$ cat src/logic/trace_pkg.sv
package trace_pkg;

   // Pipeline shape
   localparam int pipe_stages  = 3;
   localparam int commit_stage = 2;

   // Queue sizing
   localparam int fifo_depth = 4;
   localparam int fifo_ptr_w = $clog2(fifo_depth);
   localparam int fifo_cnt_w = fifo_ptr_w + 1;

   // Field widths
   localparam int xlen       = 32;
   localparam int itag_w     = 8;
   localparam int reg_addr_w = 5;
   localparam int mcause_w   = 5;
   localparam int priv_w     = 2;
   localparam int cnt_w      = 16;

   typedef struct packed {
      logic                  instr_v;
      logic [itag_w-1:0]     itag;
      logic [xlen-1:0]       pc;
      logic [xlen-1:0]       instr;
      logic [reg_addr_w-1:0] rd;
   } dispatch_pkt_s;

   typedef struct packed {
      logic roll_v;
      logic poison_v;
   } stage_exc_s;

   typedef struct packed {
      logic [itag_w-1:0]     itag;
      logic [xlen-1:0]       pc;
      logic [xlen-1:0]       instr;
      logic [reg_addr_w-1:0] rd;
      logic [xlen-1:0]       result;
   } commit_rec_s;

   typedef enum logic {
      ev_trap,
      ev_ret
   } event_kind_e;

   typedef struct packed {
      event_kind_e         kind;
      logic [xlen-1:0]     pc;
      logic [mcause_w-1:0] mcause;
      logic [priv_w-1:0]   priv;
      logic [priv_w-1:0]   mpp;
      logic [cnt_w-1:0]    commit_cnt;
   } event_rec_s;

   typedef enum logic {
      src_commit,
      src_event
   } trace_src_e;

   // Commit record is the widest payload, events go zero-extended
   localparam int trace_data_w = $bits(commit_rec_s);
   localparam int event_rec_w  = $bits(event_rec_s);

   typedef struct packed {
      trace_src_e              src;
      logic [trace_data_w-1:0] data;
   } trace_word_s;

endpackage

$ cat src/logic/stage_shadow.sv
`timescale 1ns/1ps

module stage_shadow
   import trace_pkg::*;
(
   input  logic                              clk_i,
   input  logic                              rst_n_i,
   input  dispatch_pkt_s                     dispatch_i,
   input  stage_exc_s [pipe_stages-1:0]      exc_i,
   output dispatch_pkt_s                     commit_pkt_o
);

   dispatch_pkt_s [pipe_stages-1:0] stage_r;
   logic [pipe_stages-1:0]          squash;

   always_comb begin
      for (int i = 0; i < pipe_stages; i++) begin
         squash[i] = exc_i[i].roll_v | exc_i[i].poison_v;
      end
   end

   // Payload shifts every cycle, only the valid bits see reset
   always_ff @(posedge clk_i) begin
      stage_r[0] <= dispatch_i;
      for (int i = 1; i < pipe_stages; i++) begin
         stage_r[i]         <= stage_r[i-1];
         stage_r[i].instr_v <= stage_r[i-1].instr_v & ~squash[i-1];
      end
      if (!rst_n_i) begin
         for (int i = 0; i < pipe_stages; i++) begin
            stage_r[i].instr_v <= 1'b0;
         end
      end
   end

   // Commit-stage flags applied here; pc stays visible for event records
   always_comb begin
      commit_pkt_o         = stage_r[commit_stage];
      commit_pkt_o.instr_v = stage_r[commit_stage].instr_v & ~squash[commit_stage];
   end

endmodule

$ cat src/logic/commit_tracer.sv
`timescale 1ns/1ps

module commit_tracer
   import trace_pkg::*;
(
   input  logic            clk_i,
   input  logic            rst_n_i,
   input  dispatch_pkt_s   commit_pkt_i,
   input  logic [xlen-1:0] iwb_result_i,
   output commit_rec_s     rec_o,
   output logic            push_o,
   output logic            commit_pulse_o
);

   commit_rec_s rec_r;
   logic        push_r;

   always_ff @(posedge clk_i) begin
      if (commit_pkt_i.instr_v) begin
         rec_r.itag   <= commit_pkt_i.itag;
         rec_r.pc     <= commit_pkt_i.pc;
         rec_r.instr  <= commit_pkt_i.instr;
         rec_r.rd     <= commit_pkt_i.rd;
         rec_r.result <= iwb_result_i;
      end
   end

   always_ff @(posedge clk_i) begin
      if (!rst_n_i) begin
         push_r <= 1'b0;
      end else begin
         push_r <= commit_pkt_i.instr_v;
      end
   end

   assign rec_o          = rec_r;
   assign push_o         = push_r;
   assign commit_pulse_o = push_r;

endmodule

$ cat src/logic/event_tracer.sv
`timescale 1ns/1ps

module event_tracer
   import trace_pkg::*;
(
   input  logic                clk_i,
   input  logic                rst_n_i,
   input  logic [xlen-1:0]     commit_pc_i,
   input  logic                commit_pulse_i,
   input  logic                trap_v_i,
   input  logic                ret_v_i,
   input  logic [mcause_w-1:0] mcause_i,
   input  logic [priv_w-1:0]   priv_i,
   input  logic [priv_w-1:0]   mpp_i,
   output event_rec_s          rec_o,
   output logic                push_o
);

   logic [cnt_w-1:0] cnt_r;
   logic [cnt_w-1:0] cnt_inc;
   logic             ev_v;
   event_rec_s       rec_r;
   logic             push_r;

   assign ev_v = trap_v_i | ret_v_i;

   // Saturates instead of wrapping
   assign cnt_inc = (commit_pulse_i && (cnt_r != '1)) ? cnt_r + 1'b1 : cnt_r;

   always_ff @(posedge clk_i) begin
      if (!rst_n_i) begin
         cnt_r  <= '0;
         push_r <= 1'b0;
      end else begin
         cnt_r  <= ev_v ? '0 : cnt_inc;
         push_r <= ev_v;
      end
   end

   always_ff @(posedge clk_i) begin
      if (ev_v) begin
         rec_r.kind       <= trap_v_i ? ev_trap : ev_ret;
         rec_r.pc         <= commit_pc_i;
         rec_r.mcause     <= mcause_i;
         rec_r.priv       <= priv_i;
         rec_r.mpp        <= mpp_i;
         rec_r.commit_cnt <= cnt_inc;
      end
   end

   assign rec_o  = rec_r;
   assign push_o = push_r;

endmodule

$ cat src/logic/trace_fifo.sv
`timescale 1ns/1ps

module trace_fifo
   import trace_pkg::*;
#(
   parameter type payload_t = commit_rec_s
)
(
   input  logic     clk_i,
   input  logic     rst_n_i,
   input  logic     push_i,
   input  payload_t data_i,
   input  logic     pop_i,
   output payload_t data_o,
   output logic     not_empty_o,
   output logic     overflow_o
);

   payload_t [fifo_depth-1:0] mem_r;
   logic [fifo_ptr_w-1:0]     wr_ptr_r;
   logic [fifo_ptr_w-1:0]     rd_ptr_r;
   logic [fifo_cnt_w-1:0]     count_r;
   logic                      full;
   logic                      push_ok;
   logic                      pop_ok;
   logic                      ovf_r;

   assign full    = (count_r == fifo_cnt_w'(fifo_depth));
   assign push_ok = push_i && !full;
   assign pop_ok  = pop_i && (count_r != '0);

   always_ff @(posedge clk_i) begin
      if (push_ok) begin
         mem_r[wr_ptr_r] <= data_i;
      end
   end

   always_ff @(posedge clk_i) begin
      if (!rst_n_i) begin
         wr_ptr_r <= '0;
         rd_ptr_r <= '0;
         count_r  <= '0;
         ovf_r    <= 1'b0;
      end else begin
         if (push_ok) begin
            wr_ptr_r <= (wr_ptr_r == fifo_ptr_w'(fifo_depth - 1)) ? '0 : wr_ptr_r + 1'b1;
         end
         if (pop_ok) begin
            rd_ptr_r <= (rd_ptr_r == fifo_ptr_w'(fifo_depth - 1)) ? '0 : rd_ptr_r + 1'b1;
         end
         count_r <= count_r + fifo_cnt_w'(push_ok) - fifo_cnt_w'(pop_ok);
         // Dropped push, flag stays until reset
         if (push_i && full) begin
            ovf_r <= 1'b1;
         end
      end
   end

   assign data_o      = mem_r[rd_ptr_r];
   assign not_empty_o = (count_r != '0);
   assign overflow_o  = ovf_r;

endmodule

$ cat src/logic/trace_arbiter.sv
`timescale 1ns/1ps

module trace_arbiter
   import trace_pkg::*;
(
   input  logic        clk_i,
   input  logic        rst_n_i,
   input  commit_rec_s commit_head_i,
   input  logic        commit_ne_i,
   input  event_rec_s  event_head_i,
   input  logic        event_ne_i,
   output logic        commit_pop_o,
   output logic        event_pop_o,
   output trace_word_s trace_o,
   output logic        trace_req_o,
   input  logic        trace_ack_i
);

   typedef enum logic [1:0] {
      st_idle,
      st_req,
      st_release
   } arb_state_e;

   arb_state_e  state_r;
   trace_src_e  last_r;
   trace_src_e  pick;
   trace_word_s word_r;
   trace_word_s word_next;
   logic        start;
   logic        pop;

   // Ack must be low before a new request goes out
   assign start = (state_r == st_idle) && !trace_ack_i && (commit_ne_i || event_ne_i);

   always_comb begin
      if (commit_ne_i && event_ne_i) begin
         pick = (last_r == src_commit) ? src_event : src_commit;
      end else if (event_ne_i) begin
         pick = src_event;
      end else begin
         pick = src_commit;
      end
   end

   always_comb begin
      word_next     = '0;
      word_next.src = pick;
      if (pick == src_event) begin
         word_next.data[event_rec_w-1:0] = event_head_i;
      end else begin
         word_next.data = commit_head_i;
      end
   end

   always_ff @(posedge clk_i) begin
      if (!rst_n_i) begin
         state_r <= st_idle;
         last_r  <= src_event;
      end else begin
         case (state_r)
            st_idle: begin
               if (start) begin
                  state_r <= st_req;
                  last_r  <= pick;
               end
            end
            st_req: begin
               if (trace_ack_i) begin
                  state_r <= st_release;
               end
            end
            st_release: begin
               if (!trace_ack_i) begin
                  state_r <= st_idle;
               end
            end
            default: state_r <= st_idle;
         endcase
      end
   end

   // Held stable for the whole request
   always_ff @(posedge clk_i) begin
      if (start) begin
         word_r <= word_next;
      end
   end

   assign pop          = (state_r == st_req) && trace_ack_i;
   assign commit_pop_o = pop && (word_r.src == src_commit);
   assign event_pop_o  = pop && (word_r.src == src_event);
   assign trace_o      = word_r;
   assign trace_req_o  = (state_r == st_req);

endmodule

$ cat src/logic/trace_top.sv
`timescale 1ns/1ps

module trace_top
   import trace_pkg::*;
(
   input  logic                         clk_i,
   input  logic                         rst_n_i,
   input  dispatch_pkt_s                dispatch_i,
   input  stage_exc_s [pipe_stages-1:0] exc_i,
   input  logic [xlen-1:0]              iwb_result_i,
   input  logic                         trap_v_i,
   input  logic                         ret_v_i,
   input  logic [mcause_w-1:0]          mcause_i,
   input  logic [priv_w-1:0]            priv_i,
   input  logic [priv_w-1:0]            mpp_i,
   output trace_word_s                  trace_o,
   output logic                         trace_req_o,
   input  logic                         trace_ack_i,
   output logic                         overflow_o
);

   dispatch_pkt_s commit_pkt;
   commit_rec_s   commit_rec;
   commit_rec_s   commit_head;
   event_rec_s    event_rec;
   event_rec_s    event_head;
   logic          commit_push;
   logic          commit_pulse;
   logic          event_push;
   logic          commit_ne;
   logic          event_ne;
   logic          commit_pop;
   logic          event_pop;
   logic          commit_ovf;
   logic          event_ovf;

   stage_shadow shadow (
      .clk_i        (clk_i),
      .rst_n_i      (rst_n_i),
      .dispatch_i   (dispatch_i),
      .exc_i        (exc_i),
      .commit_pkt_o (commit_pkt)
   );

   commit_tracer cmt_tr (
      .clk_i          (clk_i),
      .rst_n_i        (rst_n_i),
      .commit_pkt_i   (commit_pkt),
      .iwb_result_i   (iwb_result_i),
      .rec_o          (commit_rec),
      .push_o         (commit_push),
      .commit_pulse_o (commit_pulse)
   );

   event_tracer ev_tr (
      .clk_i          (clk_i),
      .rst_n_i        (rst_n_i),
      .commit_pc_i    (commit_pkt.pc),
      .commit_pulse_i (commit_pulse),
      .trap_v_i       (trap_v_i),
      .ret_v_i        (ret_v_i),
      .mcause_i       (mcause_i),
      .priv_i         (priv_i),
      .mpp_i          (mpp_i),
      .rec_o          (event_rec),
      .push_o         (event_push)
   );

   trace_fifo #(.payload_t(commit_rec_s)) commit_q (
      .clk_i       (clk_i),
      .rst_n_i     (rst_n_i),
      .push_i      (commit_push),
      .data_i      (commit_rec),
      .pop_i       (commit_pop),
      .data_o      (commit_head),
      .not_empty_o (commit_ne),
      .overflow_o  (commit_ovf)
   );

   trace_fifo #(.payload_t(event_rec_s)) event_q (
      .clk_i       (clk_i),
      .rst_n_i     (rst_n_i),
      .push_i      (event_push),
      .data_i      (event_rec),
      .pop_i       (event_pop),
      .data_o      (event_head),
      .not_empty_o (event_ne),
      .overflow_o  (event_ovf)
   );

   trace_arbiter arb (
      .clk_i         (clk_i),
      .rst_n_i       (rst_n_i),
      .commit_head_i (commit_head),
      .commit_ne_i   (commit_ne),
      .event_head_i  (event_head),
      .event_ne_i    (event_ne),
      .commit_pop_o  (commit_pop),
      .event_pop_o   (event_pop),
      .trace_o       (trace_o),
      .trace_req_o   (trace_req_o),
      .trace_ack_i   (trace_ack_i)
   );

   assign overflow_o = commit_ovf | event_ovf;

endmodule

$ cat config.mk
export PLATFORM = sky130hd
export DESIGN_NAME = trace_top
export DESIGN_NICKNAME = d
export VERILOG_FILES = /design/src/logic/trace_pkg.sv /design/src/logic/stage_shadow.sv /design/src/logic/commit_tracer.sv /design/src/logic/event_tracer.sv /design/src/logic/trace_fifo.sv /design/src/logic/trace_arbiter.sv /design/src/logic/trace_top.sv
export SDC_FILE = /design/constraint.sdc
export NUM_CORES = 1
export LEC_CHECK = 0
export CORE_ASPECT_RATIO = 0.9
export CORE_MARGIN = 1.5
export CORE_UTILIZATION = 56
export DETAILED_ROUTE_END_ITERATION = 8
export DONT_BUFFER_PORTS = 1
export PLACE_DENSITY = 0.74
export SYNTH_ARGS = -nofsm -noshare
export SYNTH_HDL_FRONTEND = slang
export SYNTH_SLANG_ARGS = --single-unit
export TNS_END_PERCENT = 100
$ cat constraint.sdc
create_clock -name clk_i -period 11.31 [get_ports clk_i]
set_clock_uncertainty 0.15 [all_clocks]
set_input_delay 2.8275 -clock clk_i [delete_from_list [all_inputs] [get_ports clk_i]]
set_output_delay 2.8275 -clock clk_i [all_outputs]
set_load 0.02 [all_outputs]
==> impl_metrics.ini <==
[run_status]
outcome = completed

[setup_path]
rrSetupSlack_ns = 7.67
critPathBufInv = 0
critical_path_class = flop to primary output
cp_data_required_time_ns = 8.33
ff2ff_path_depth = 3
critical_path_peak_fanout = 5
crit_family = flip-flops
timing.rr.end = commit_q.mem_r[359]
crit_path_end_kind = primary output
critPathArrivalTime_ns = 1.52
reg2reg_from = cmt_tr.commit_pulse_o
crit_slowest_cell = dfxtp_1
critical_path_depth = 1
critPathMaxStageDelay_ns = 0.45
cp-start-kind = flop
crit_path_cell_trace = nor2b_1

[synthesis]
synth_nets = 1891
yosys-top-cells-area = edfxtp_1 (70%), dfxtp_1 (13%), mux4_2 (9.3%), mux2_1 (1.1%), nor2b_1 (0.85%)
ys_ff_latch = 1216
synthTopCellsByCount = edfxtp_1 (945), dfxtp_1 (271), mux4_2 (167)
yosysTopAreaCell = edfxtp_1
synthArstFlopShare_pct = 0
synthCells = 1744
synthFlopType = edfxtp_1
yosys.area.top_type_share_pct = 70.4
synthesis.area_um2 = 40300
yosysUniqueCellTypes = 53
ys_warn_count = 0
ys_seq_area_share_pct = 83.9
synth_most_common_cell = edfxtp_1
synth_edf_count = 945
synth_area_per_cell_um2 = 23.1

[clock_network]
cts_buffers = 111
worstSkewPairLatency_ns = 0.67
clock_path_buffers = 3
numClockSinks = 1216
hold_buffers = 0
cts_resized = 0
post_cts_buffers = 0
cts_tree = yes
cts.htree.levels = 3
clk_pin_slew_ns = 0.06
cts-root-buf = clkbuf_16

[sta]
setup_viol_count_final = 0
finalMaxSlewViolations = 0
rsz0062_at_grt = no
fin_crit_ns = 4.50
fmax_mhz = 222
setup_tns_ns = 0
whs_ns = 0.173
tightest_slew_ns = 1.25
min_period_over_period_pct = 39.8
relSlewSlack_pct = 16.4
hold_viol = 0

[layout]
fin_cells = 2867
fillerInstances = 4633
nNetsFinal = 1964
drive_gt1_share_pct = 20.5
areaGrowthSynthToFinish_pct = 11.9

[floorplanning]
die_w_um = 286
io_pins = 242
initial_utilization_pct = 56.5
core_area_um2 = 71300
die_h_um = 257
die_area_um2 = 73600
rows = 93

[flow_run]
max_cap_violations = 0

[place]
io_buffers = 0
hpwl_um = 38700
place_inst = 2654
globalplace.congestion = 0.775

[routing]
via_per_inst = 5.65
first_pass_iters = 5
drt_iter0_markers = 1105
num_vias = 16200
postRouteAntennaNets = 0
wire_per_inst_um = 24.5
drc = 0
drt_wl_total_um = 70400

[global_route]
first_global_vias = 17300
overflow = 0
grt_pass1_wl_um = 106000
antenna_found_initial = 7
grtUsageTotal_pct = 19.4
grt_max_degree = 70

[power]
power.density_nw_per_um2 = 211
ir_drop_mv = 0.156
p_leak_uw = 0.0147

[min_path]
hp-start = shadow.stage_r[57]
holdPathEnd = shadow.stage_r[135]
holdPathStages = 0
hold_class = flop to flop
-- cell families (layout without fill, tap and decap cells) --
family                   after synthesis  in the layout  share of synthesized area [%]
flip-flops                          1216           1216                           83.9
multiplexers                         244            244                           11.5
AND/OR/NAND/NOR                      157            157                           2.34
buffers and inverters                 71            242                          0.891
AO/OA/AOI/OAI                         25             25                          0.500
adder cells (fa/ha/maj)               17             17                          0.565
XOR/XNOR                              14             14                          0.304
other                                  0              2                              0
-- sequential cells by signal, indices dropped and copies added (netlist names), 16 cells and up --
signal	cells
commit_q.mem_r	436
event_q.mem_r	232
shadow.stage_r	157
arb.trace_o	110
cmt_tr.rec_o	109
shadow.commit_pkt_o	77
ev_tr.rec_o	58
ev_tr.cnt_r	16
-- worst max-delay path by stage --
| stage | startpoint | slack [ns] | end |
|---|---|---|---|
| 5_1_grt | exc_i[4] | 6.69 | cmt_tr.rec_o[53] |
| 2_1_floorplan | trace_ack_i | 1.13 | arb.last_r |
| 6_report | arb.state_r[0] | 6.81 | trace_req_o |
| 3_3_place_gp | exc_i[4] | 6.11 | cmt_tr.rec_o[43] |
| 4_1_cts | arb.state_r[0] | 6.77 | trace_req_o |
| 3_5_place_dp | exc_i[4] | 6.08 | cmt_tr.rec_o[44] |
-- stage by stage --
| step | worst slack, ns | utilization, % | power (uW) | area [um^2] |
|---|---|---|---|---|
| after floorplan | 1.13 | - | 5720 | 40300 |
| after global placement | 6.11 | 58.0 | 5880 | 41400 |
| after detailed placement | 6.08 | 58.0 | 5900 | 41400 |
| after CTS | 6.77 | 63.2 | 9590 | 45100 |
| after global routing | 6.69 | 63.2 | 9800 | 45100 |
| final | 6.81 | 63.2 | 9500 | 45100 |
-- placed cells by master (no fill, tap or decap), types with 3 or more instances in the layout --
| cell | n |
|---|---|
| edfxtp_1 | 945 |
| and3_1 | 3 |
| nor3_1 | 3 |
| clkbuf_8 | 8 |
| clkbuf_1 | 26 |
| a21oi_1 | 4 |
| mux2_2 | 12 |
| ha_1 | 15 |
| and4_1 | 3 |
| dfxtp_1 | 267 |
| o21ai_0 | 4 |
| clkinv_1 | 20 |
| dfxtp_4 | 4 |
| clkinv_2 | 17 |
| nand3_1 | 3 |
| inv_1 | 15 |
| nor2_1 | 21 |
| inv_6 | 3 |
| clkinv_16 | 3 |
| and2_4 | 8 |
| and2_1 | 11 |
| xor2_1 | 5 |
| nor2b_1 | 55 |
| mux2_1 | 41 |
| nand4_1 | 6 |
| xnor2_1 | 9 |
| mux2i_1 | 16 |
| nand2_1 | 17 |
| or3_1 | 12 |
| bufinv_16 | 7 |
| clkbuf_16 | 117 |
| buf_4 | 16 |
| clkinv_4 | 4 |
| mux2_4 | 8 |
| mux4_2 | 167 |
-- layout make-up --
type                       count  area (um^2)  area share (%)
inverter                      15         56.3           0.125
clock inverter                59          582            1.29
sequential                  1216        33800            75.0
multi-input combinational    457         6190            13.7
timing repair buffer          16          120           0.266
clock buffer                 152         3140            6.96
tap                          950         1190            2.64
antenna                        2         5.00          0.0111
-- worst reg2reg max path, cell delays in order, from the launching register on --
cell	delay [ns]
dfxtp_1	0.53
a21boi_1	0.63
and2_4	1.04
buf_4	0.85
-- report_power, final --
| group | total (uW) | switching [uW] | internal (uW) |
|---|---|---|---|
| registers | 5300 | 211 | 5090 |
| clock network | 3710 | 1580 | 2120 |
| logic | 490 | 327 | 163 |
| total | 9500 | 2120 | 7380 |
-- metal layers --
| metal | global-route usage (%) | part of all wire (%) | up-vias | wire, um |
|---|---|---|---|---|
| met5 | 0 | 0.067 | - | 47 |
| met4 | 6.63 | 2.7 | 8 | 1900 |
| met3 | 4.74 | 6.7 | 121 | 4690 |
| met2 | 31.5 | 50 | 474 | 34800 |
| met1 | 25.9 | 41 | 8486 | 28900 |
| li1 | - | - | 7105 | - |
(Power assumes the default switching activity.)
